`src/logic/pm_msg_params.svh`:
```
`ifndef PM_MSG_PARAMS_SVH
`define PM_MSG_PARAMS_SVH

// Ring size
`define PM_MSG_NODES		4	// Number of nodes in the ring

// Register file per node
`define PM_MSG_NODE_REGS	4	// Registers in each node

// Port RX FIFO
`define PM_MSG_FIFO_WRDS	32	// Depth, power of two

// Reply timeout
// Counter is loaded with all ones on every TX word
`define PM_MSG_TO_BITS		8	// Timeout counter width

`endif

```
`src/logic/pm_msg_pkg.sv`:
```
package pm_msg_pkg;

	// Ring word
	// Header layout is req[15], wr[14], id[13:8], adr[7:0]
	typedef logic [15:0] msg_dat_t;

	// Local bus
	typedef logic [2:0] lb_adr_t;	// Register address
	typedef logic [31:0] lb_dat_t;	// Bus data

	// Header fields
	typedef logic [5:0] node_id_t;	// Node id
	typedef logic [7:0] reg_adr_t;	// Node register address

	// RX FIFO word
	// som in bit 17, eom in bit 16, data below
	typedef logic [17:0] fifo_dat_t;

	// Node body handling
	typedef enum logic [1:0]
	{
		node_pass,	// Forward untouched
		node_reply,	// Swap body for register value
		node_drop	// Swallow the word
	} node_state_t;

endpackage

```
`src/logic/msg_fifo.sv`:
```
`timescale 1ns/1ps

module msg_fifo
#(
	parameter int ADR_BITS = 5	// Depth is 2**ADR_BITS
)
(
	input logic RST_IN,
	input logic CLK_IN,
	input logic clr,		// Synchronous flush
	input logic wr,
	input pm_msg_pkg::fifo_dat_t din,
	input logic rd,
	output pm_msg_pkg::fifo_dat_t dout,	// Head word, fall through
	output logic de,		// Head word valid
	output logic [ADR_BITS:0] wrds,
	output logic ep,
	output logic fl
);
	import pm_msg_pkg::*;

	localparam int WRDS = 2**ADR_BITS;

	fifo_dat_t mem [WRDS];		// Storage
	logic [ADR_BITS:0] wp;		// Write pointer, extra wrap bit
	logic [ADR_BITS:0] rp;		// Read pointer
	logic do_wr;
	logic do_rd;

	// Full drops the write, empty ignores the read
	assign do_wr = wr && !fl;
	assign do_rd = rd && !ep;

	// Storage write
	always_ff @(posedge CLK_IN)
	begin
		if (do_wr)
			mem[wp[ADR_BITS-1:0]] <= din;
	end

	// Pointers
	always_ff @(posedge RST_IN, posedge CLK_IN)
	begin
		if (RST_IN)
		begin
			wp <= '0;
			rp <= '0;
		end
		else if (clr)
		begin
			wp <= '0;	// Flush
			rp <= '0;
		end
		else
		begin
			if (do_wr)
				wp <= wp + 1'b1;
			if (do_rd)
				rp <= rp + 1'b1;
		end
	end

	// Fill level
	assign wrds = wp - rp;		// Wrap bit keeps this exact
	assign ep = (wrds == '0);
	assign fl = (wrds == WRDS);

	// Read side
	assign dout = mem[rp[ADR_BITS-1:0]];	// First word falls through
	assign de = !ep;

endmodule

```
`src/logic/msg_node.sv`:
```
`timescale 1ns/1ps
`include "pm_msg_params.svh"

module msg_node
#(
	parameter int ID = 0		// Matched against header bits 13:8
)
(
	input logic RST_IN,
	input logic CLK_IN,

	// Upstream
	input logic in_vld,
	input logic in_som,
	input logic in_eom,
	input pm_msg_pkg::msg_dat_t in_dat,

	// Downstream
	output logic out_vld,
	output logic out_som,
	output logic out_eom,
	output pm_msg_pkg::msg_dat_t out_dat
);
	import pm_msg_pkg::*;

	localparam int REGS = `PM_MSG_NODE_REGS;
	localparam int IDX = (REGS > 1) ? $clog2(REGS) : 1;

	msg_dat_t regs [REGS];		// Register file
	node_state_t state;		// Body handling, set by the header
	node_state_t hdr_state;		// Decision for an arriving header
	node_state_t cur_state;		// Applies to the word at the input
	reg_adr_t adr_r;		// Latched register address
	logic wr_r;			// Write request in progress
	logic hdr_hit;			// Request addressed to this node
	logic hdr_ok;			// Address inside the register file
	logic body_wr;

	// Header decode
	assign hdr_hit = in_vld && in_som && in_dat[15] && (in_dat[13:8] == node_id_t'(ID));
	assign hdr_ok = (in_dat[7:0] < REGS);

	always_comb
	begin
		hdr_state = node_pass;
		if (hdr_hit && !in_dat[14])		// Read request
			hdr_state = hdr_ok ? node_reply : node_drop;
	end

	assign cur_state = in_som ? hdr_state : state;

	// Message context
	always_ff @(posedge RST_IN, posedge CLK_IN)
	begin
		if (RST_IN)
		begin
			state <= node_pass;
			wr_r <= 1'b0;
		end
		else if (in_vld && in_som)
		begin
			state <= hdr_state;
			wr_r <= hdr_hit && in_dat[14];
		end
		else if (in_vld && in_eom)
		begin
			state <= node_pass;		// Message done
			wr_r <= 1'b0;
		end
	end

	always_ff @(posedge CLK_IN)
	begin
		if (hdr_hit)
			adr_r <= in_dat[7:0];
	end

	// Register write from the body of a write request
	assign body_wr = in_vld && !in_som && wr_r && (adr_r < REGS);

	always_ff @(posedge RST_IN, posedge CLK_IN)
	begin
		if (RST_IN)
		begin
			for (int i = 0; i < REGS; i++)
				regs[i] <= '0;
		end
		else if (body_wr)
			regs[adr_r[IDX-1:0]] <= in_dat;
	end

	// Output stage, one cycle per node
	always_ff @(posedge RST_IN, posedge CLK_IN)
	begin
		if (RST_IN)
			out_vld <= 1'b0;
		else
			out_vld <= in_vld && (cur_state != node_drop);
	end

	always_ff @(posedge CLK_IN)
	begin
		out_som <= in_som;
		out_eom <= in_eom;
		if (cur_state == node_reply)
			out_dat <= in_som ? {1'b0, in_dat[14:0]} : regs[adr_r[IDX-1:0]];	// Reply
		else
			out_dat <= in_dat;
	end

endmodule

```
`src/logic/pm_msg_port.sv`:
```
`timescale 1ns/1ps
`include "pm_msg_params.svh"

module pm_msg_port
(
	input logic RST_IN,
	input logic CLK_IN,

	// Local bus
	input pm_msg_pkg::lb_adr_t lb_adr,
	input logic lb_wr,
	input logic lb_rd,
	input pm_msg_pkg::lb_dat_t lb_din,
	output pm_msg_pkg::lb_dat_t lb_dout,
	output logic lb_vld,

	// Ring source, towards node 0
	output logic src_vld,
	output logic src_som,
	output logic src_eom,
	output pm_msg_pkg::msg_dat_t src_dat,

	// Ring sink, from the last node
	input logic snk_vld,
	input logic snk_som,
	input logic snk_eom,
	input pm_msg_pkg::msg_dat_t snk_dat,

	output logic irq
);
	import pm_msg_pkg::*;

	localparam int RX_ADR = $clog2(`PM_MSG_FIFO_WRDS);
	localparam int STA_W = 5 + RX_ADR;	// irq, to, ep, fl, words

	// Registered bus
	lb_adr_t lb_adr_r;
	logic lb_wr_r;
	logic lb_rd_r;
	lb_dat_t lb_din_r;

	// Address decode
	logic ctl_sel;
	logic sta_sel;
	logic tx_sel;
	logic rx_sel;

	// Control and status
	logic [1:0] ctl_r;
	logic run;
	logic ie;
	logic [STA_W-1:0] sta;
	logic irq_r;

	// Timeout
	logic [`PM_MSG_TO_BITS-1:0] to_cnt;
	logic to_end;			// Counter at zero
	logic to_end_d;
	logic to_end_re;		// Counter just reached zero
	logic to_en;			// Reply pending
	logic to_flg;

	logic tx_vld;

	// RX path
	logic rx_wr_en;			// Store window open
	logic rx_wr;
	fifo_dat_t rx_din;
	logic rx_rd;
	fifo_dat_t rx_dout;
	logic rx_de;
	logic [RX_ADR:0] rx_wrds;
	logic rx_ep;
	logic rx_fl;

	// Bus inputs, one register stage
	always_ff @(posedge RST_IN, posedge CLK_IN)
	begin
		if (RST_IN)
		begin
			lb_adr_r <= '0;
			lb_wr_r <= 1'b0;
			lb_rd_r <= 1'b0;
		end
		else
		begin
			lb_adr_r <= lb_adr;
			lb_wr_r <= lb_wr;
			lb_rd_r <= lb_rd;
		end
	end

	always_ff @(posedge CLK_IN)
		lb_din_r <= lb_din;		// Payload

	// Register select
	assign ctl_sel = (lb_adr_r == lb_adr_t'(0));
	assign sta_sel = (lb_adr_r == lb_adr_t'(1));
	assign tx_sel = (lb_adr_r == lb_adr_t'(2));
	assign rx_sel = (lb_adr_r == lb_adr_t'(3));

	// Read mux
	always_comb
	begin
		lb_dout = 32'hdeadcafe;		// Unmapped, write only or empty FIFO
		if (ctl_sel)
			lb_dout = lb_dat_t'(ctl_r);
		else if (sta_sel)
			lb_dout = lb_dat_t'(sta);
		else if (rx_sel && rx_de)
			lb_dout = lb_dat_t'(rx_dout);
	end

	assign lb_vld = lb_rd_r;		// Data ready one cycle after the strobe

	// Control register
	always_ff @(posedge RST_IN, posedge CLK_IN)
	begin
		if (RST_IN)
			ctl_r <= '0;
		else if (ctl_sel && lb_wr_r)
			ctl_r <= lb_din_r[1:0];
	end

	assign run = ctl_r[0];
	assign ie = ctl_r[1];

	// Status word
	assign sta = {rx_wrds, rx_fl, rx_ep, to_flg, irq_r};

	// TX injection, one ring word per bus write
	assign tx_vld = tx_sel && lb_wr_r;
	assign src_vld = tx_vld;
	assign src_som = tx_vld && lb_din_r[17];
	assign src_eom = tx_vld && lb_din_r[16];
	assign src_dat = tx_vld ? lb_din_r[15:0] : '0;

	// Timeout counter and pending flag
	always_ff @(posedge RST_IN, posedge CLK_IN)
	begin
		if (RST_IN)
		begin
			to_cnt <= '0;
			to_end_d <= 1'b1;	// No edge out of reset
			to_en <= 1'b0;
			to_flg <= 1'b0;
		end
		else
		begin
			to_end_d <= to_end;
			if (!run)
			begin
				to_cnt <= '0;
				to_en <= 1'b0;
				to_flg <= 1'b0;
			end
			else
			begin
				if (tx_vld)
					to_cnt <= '1;	// Restart per word
				else if (!to_end)
					to_cnt <= to_cnt - 1'b1;

				if (tx_vld)
					to_en <= 1'b1;
				else if (snk_vld)
					to_en <= 1'b0;	// Something came back

				if (to_en && to_end_re)
					to_flg <= 1'b1;	// Sticky until run drops
			end
		end
	end

	assign to_end = (to_cnt == '0);
	assign to_end_re = to_end && !to_end_d;

	// Reply filter
	// Window opens on a reply header, closes on eom
	always_ff @(posedge RST_IN, posedge CLK_IN)
	begin
		if (RST_IN)
			rx_wr_en <= 1'b0;
		else if (!run)
			rx_wr_en <= 1'b0;
		else if (snk_vld && snk_som && !snk_dat[15])
			rx_wr_en <= 1'b1;
		else if (snk_vld && snk_eom)
			rx_wr_en <= 1'b0;
	end

	assign rx_wr = rx_wr_en && snk_vld && !snk_som;	// Body words only
	assign rx_din = {snk_som, snk_eom, snk_dat};
	assign rx_rd = rx_sel && lb_rd_r && rx_de;		// Pop on bus read

	msg_fifo
	#(
		.ADR_BITS	(RX_ADR)
	)
	rx_fifo_inst
	(
		.RST_IN		(RST_IN),
		.CLK_IN		(CLK_IN),
		.clr		(!run),		// Flushed while stopped
		.wr		(rx_wr),
		.din		(rx_din),
		.rd		(rx_rd),
		.dout		(rx_dout),
		.de		(rx_de),
		.wrds		(rx_wrds),
		.ep		(rx_ep),
		.fl		(rx_fl)
	);

	// Interrupt
	always_ff @(posedge RST_IN, posedge CLK_IN)
	begin
		if (RST_IN)
			irq_r <= 1'b0;
		else
			irq_r <= ie && (!rx_ep || to_flg);
	end

	assign irq = irq_r;

endmodule

```
`src/logic/pm_msg_top.sv`:
```
`timescale 1ns/1ps
`include "pm_msg_params.svh"

module pm_msg_top
(
	input logic RST_IN,
	input logic CLK_IN,
	input pm_msg_pkg::lb_adr_t lb_adr,
	input logic lb_wr,
	input logic lb_rd,
	input pm_msg_pkg::lb_dat_t lb_din,
	output pm_msg_pkg::lb_dat_t lb_dout,
	output logic lb_vld,
	output logic irq
);
	import pm_msg_pkg::*;

	// Ring links, entry 0 from the port, last entry back to it
	logic lnk_vld [`PM_MSG_NODES+1];
	logic lnk_som [`PM_MSG_NODES+1];
	logic lnk_eom [`PM_MSG_NODES+1];
	msg_dat_t lnk_dat [`PM_MSG_NODES+1];

	pm_msg_port port_inst
	(
		.RST_IN		(RST_IN),
		.CLK_IN		(CLK_IN),
		.lb_adr		(lb_adr),
		.lb_wr		(lb_wr),
		.lb_rd		(lb_rd),
		.lb_din		(lb_din),
		.lb_dout	(lb_dout),
		.lb_vld		(lb_vld),
		.src_vld	(lnk_vld[0]),
		.src_som	(lnk_som[0]),
		.src_eom	(lnk_eom[0]),
		.src_dat	(lnk_dat[0]),
		.snk_vld	(lnk_vld[`PM_MSG_NODES]),	// Closes the ring
		.snk_som	(lnk_som[`PM_MSG_NODES]),
		.snk_eom	(lnk_eom[`PM_MSG_NODES]),
		.snk_dat	(lnk_dat[`PM_MSG_NODES]),
		.irq		(irq)
	);

	// Node chain
	for (genvar i = 0; i < `PM_MSG_NODES; i++)
	begin : gen_node
		msg_node #(.ID(i)) node_inst
		(
			.RST_IN (RST_IN), .CLK_IN (CLK_IN),
			.in_vld (lnk_vld[i]), .in_som (lnk_som[i]),
			.in_eom (lnk_eom[i]), .in_dat (lnk_dat[i]),
			.out_vld (lnk_vld[i+1]), .out_som (lnk_som[i+1]),
			.out_eom (lnk_eom[i+1]), .out_dat (lnk_dat[i+1])
		);
	end

endmodule

```
`config.mk`:
```
export PLATFORM = sky130hd
export DESIGN_NAME = pm_msg_top
export DESIGN_NICKNAME = d
export VERILOG_FILES = /design/src/logic/pm_msg_pkg.sv /design/src/logic/msg_fifo.sv /design/src/logic/msg_node.sv /design/src/logic/pm_msg_port.sv /design/src/logic/pm_msg_top.sv
export VERILOG_INCLUDE_DIRS = /design/src /design/src/logic
export SDC_FILE = /design/constraint.sdc
export NUM_CORES = 1
export LEC_CHECK = 0
export ABC_AREA = 0
export BUFFER_PORTS_ARGS = -buffer_cell sky130_fd_sc_hd__buf_2
export CAP_MARGIN = 20
export CORE_MARGIN = 2
export CORE_UTILIZATION = 45
export DETAILED_ROUTE_END_ITERATION = 7
export PLACE_DENSITY = 0.67
export SETUP_SLACK_MARGIN = 0.1
export SKIP_CTS_REPAIR_TIMING = 1
export SYNTH_ARGS = -nofsm -noshare
export SYNTH_HDL_FRONTEND = slang
export SYNTH_SLANG_ARGS = --single-unit
```
`constraint.sdc`:
```
create_clock -name CLK_IN -period 14.1 [get_ports CLK_IN]
set_input_delay 2.115 -clock CLK_IN [delete_from_list [all_inputs] [get_ports CLK_IN]]
set_output_delay 2.115 -clock CLK_IN [all_outputs]
set_load 0.01 [all_outputs]
```
==> impl_metrics.env <==
export IMPL_synth_sequential_area_ratio_pct=69.3
export IMPL_critical_r2r_capture="port_inst.rx_fifo_inst.mem[13][2]"
export IMPL_path_category_of_the_worst_min_delay_check="reg -> reg"
export IMPL_synth_enable_flop_cells=608
export IMPL_worst_hold_path_cell_count=0
export IMPL_synth_cells=2180
export IMPL_avgRoutedWirePerCell_um=25.7
export IMPL_cts_buffers_inserted=98
export IMPL_drt_iter0_drc=1768
export IMPL_tightest_slew_ps=1110
export IMPL_path_max_fanout=101
export IMPL_power_ir_vdd_worst_uv=122
export IMPL_rsz0062_at_grt="no"
export IMPL_max_cap_violations=0
export IMPL_finalHoldViolations=0
export IMPL_hold_slack_ps=390
export IMPL_detailedRoute_firstPassIterationCount=5
export IMPL_area_delta_synth_final_pct=13.3
export IMPL_syn_area_per_cell_sq_um=18.3
export IMPL_worstSetupStartpointType="flop"
export IMPL_groute_usage_overall_pct=20.0
export IMPL_design_power_total_uw=5940
export IMPL_largest_net_degree_at_the_start_of_global_routing=144
export IMPL_clockRootBuffer="clkbuf_16"
export IMPL_yosysUniqueCellTypes=72
export IMPL_ys_seq_elements=1002
export IMPL_worstPathCellList="buf_4 -> buf_12 -> mux4_2 -> and3_1 -> a31oi_1 -> nand4_1 -> nor3_1 -> o21ai_0 -> buf_2"
export IMPL_slew_limit_headroom_pct=26.3
export IMPL_globalRoute_totalOverflow=0
export IMPL_rows=109
export IMPL_cts_htree_levels=3
export IMPL_layout_drive_gt1_share_pct=36.2
export IMPL_setup_tns_ps=0
export IMPL_worst_r2r_path_depth=9
export IMPL_clk_transition_reported_paths_ps=60
export IMPL_synth_simple_gate_area_share_pct=3.79
export IMPL_cts_tree="yes"
export IMPL_portBuffers=54
export IMPL_initial_utilization_pct=45.3
export IMPL_setup_ws_ps=7280
export IMPL_die_area_sq_um=91100
export IMPL_most_common_layout_cells="edfxtp_1 (608), mux2_2 (324), dfrtp_1 (300), mux4_2 (213), clkbuf_16 (100)"
export IMPL_outcome="finished, final reports clean"
export IMPL_worst_endpoint_arrival_ps=4710
export IMPL_main_combinational_cell_family_by_area_after_synthesis="multiplexers"
export IMPL_die_height_um=302
export IMPL_ys_async_sr_fraction_pct=30.3
export IMPL_synth_mux_area_share_pct=22.0
export IMPL_synth_ff_type="edfxtp_1"
export IMPL_vias=20700
export IMPL_postLayoutCoreUtil_pct=51.3
export IMPL_endpoint_kind="output port"
export IMPL_design_final_nets=2336
export IMPL_critical_path_reg2reg_startpoint="port_inst.rx_fifo_inst.rp[1]"
export IMPL_cellPowerDensity_nw_per_um2=131
export IMPL_remaining_drc_errors=0
export IMPL_worst_r2r_setup_slack_ps=9280
export IMPL_vias_per_cell=5.85
export IMPL_fin_crit_ps=6820
export IMPL_preCtsSetupSlack_ps=7850
export IMPL_insertion_delay_ps=680
export IMPL_design_core_area_sq_um=88100
export IMPL_fin_skew_ps=35.7
export IMPL_mappedNetlistArea_sq_um=39900
export IMPL_post_synth_xor_area_fraction_pct=0.220
export IMPL_timing_hold_worst_start="gen_node[2].node_inst.out_eom"
export IMPL_worst_path_required_ps=11980
export IMPL_setup_viol=0
export IMPL_die_width_um=302
export IMPL_antenna_found_initial=2
export IMPL_p_leak_uw=0.0160
export IMPL_slowest_delay_ps=780
export IMPL_grt_pass1_vias=21400
export IMPL_fmax_ghz=0.147
export IMPL_hpwl_um=53500
export IMPL_critPathSlowestCell="dfrtp_4"
export IMPL_ant_nets=0
export IMPL_synth_warnings=0
export IMPL_synth_compound_area_share_pct=2.59
export IMPL_gpl_final_weighted_congestion=0.781
export IMPL_cts_sinks=1002
export IMPL_min_delay_worst_endpoint="gen_node[3].node_inst.out_eom"
export IMPL_timing_setup_critical_path_class="reg -> out"
export IMPL_timing_max_transition_violations_final=0
export IMPL_pin_count=73
export IMPL_post_synth_fa_ha_maj_area_fraction_pct=0.426
export IMPL_final_common_cell="edfxtp_1"
export IMPL_grt_first_pass_wirelength_um=135000
export IMPL_fin_crit_sh_pct=48.4
export IMPL_clk_path_buf_depth=3
export IMPL_routed_wl_um=90800
through the flow:
stage / instance area (sq um) / cells
2_1_floorplan: 39900 / 2183
3_3_place_gp: 41700 / 3339
3_5_place_dp: 41700 / 3339
4_1_cts: 45000 / 3522
5_1_grt: 45200 / 3532
6_report: 45200 / 3533
per-layer routing:
metal	track usage [%]	vias to the layer above	wire, um
met5	0	-	0
met4	6.16	0	2650
met3	3.67	151	6030
met2	33.0	722	44900
met1	27.4	11000	37100
li1	-	8796	-
final cells by class:
class | count | area [sq um]
clock inverter | 51 | 607
inverter | 26 | 105
tap | 1165 | 1460
multi-input combinational | 1039 | 11700
sequential | 1002 | 27700
antenna | 1 | 2.50
timing repair buffer | 117 | 903
fill | 7092 | 42900
clock buffer | 132 | 2710
cell usage after synthesis (4+ instances only):
cell,n,area [sq um]
edfxtp_1,608,18300
xnor2_1,4,35.0
buf_2,36,180
and3_1,11,68.8
nand3_1,25,125
nor2_1,54,203
or4_1,4,30.0
o21ai_0,28,140
ha_1,12,150
a22oi_1,11,82.6
a31oi_1,9,56.3
nand2_1,85,319
nor4_1,15,93.8
a22o_1,14,123
nor3_1,10,50.1
a21o_1,4,30.0
buf_4,19,143
mux4_2,213,4800
xor2_1,6,52.6
buf_1,7,26.3
inv_1,24,90.1
nand3b_1,8,60.1
dfrtp_1,303,7580
nand4_1,7,43.8
dfxtp_1,90,1800
clkbuf_1,54,203
mux2_2,324,3650
and2_1,16,100
nand2b_1,9,56.3
or3_1,6,37.5
a21oi_1,43,215
mux2i_1,33,330
nor2b_1,22,138
report_power, final:
part / switching, uW / internal [uW] / leakage [uW] / total (uW)
clock: 1120 / 1550 / 0.00162 / 2670
sequential: 28.8 / 3110 / 0.00968 / 3140
combinational: 79.2 / 46.8 / 0.00465 / 126
worst max-delay path: cells and delay by family, from the launching register on:
family / cells / cell delay, ps
buf+inv: 3 / 1460
flops: 1 / 780
simple gates: 3 / 710
mux: 1 / 590
compound gates: 2 / 370
sequential cells by signal, indices dropped and copies added (netlist names), 8 cells and up:
signal,count
gen_node.node_inst.adr_r,32
gen_node.node_inst.regs,256
port_inst.rx_fifo_inst.mem,576
port_inst.to_cnt,8
gen_node.node_inst.state,8
port_inst.lb_din_r,18
gen_node.node_inst.out_dat,64
logic make-up after synthesis:
kind of cell               count (synthesis)
adders and majority gates                 13
muxes                                    570
other                                      1
AOI/OAI and AO/OA                        150
DFF                                     1002
and+or+nand+nor                          292
xor gates and xnor gates                  10
buffers and inverters                    142
how the worst max path moves through the flow:
stage	from	to	slack, ps	depth (start not counted)
3_5_place_dp	port_inst.rx_fifo_inst.rp[0]	lb_dout[1]	7850	9
6_report	port_inst.rx_fifo_inst.rp[0]	lb_dout[1]	7280	9
5_1_grt	port_inst.rx_fifo_inst.rp[0]	lb_dout[0]	6970	9
2_1_floorplan	RST_IN	gen_node[0].node_inst.out_vld	3580	1
4_1_cts	port_inst.rx_fifo_inst.rp[0]	lb_dout[1]	7150	9
3_3_place_gp	port_inst.rx_fifo_inst.rp[0]	lb_dout[1]	7870	9
Note: power is estimated with default switching activity, not from simulation.
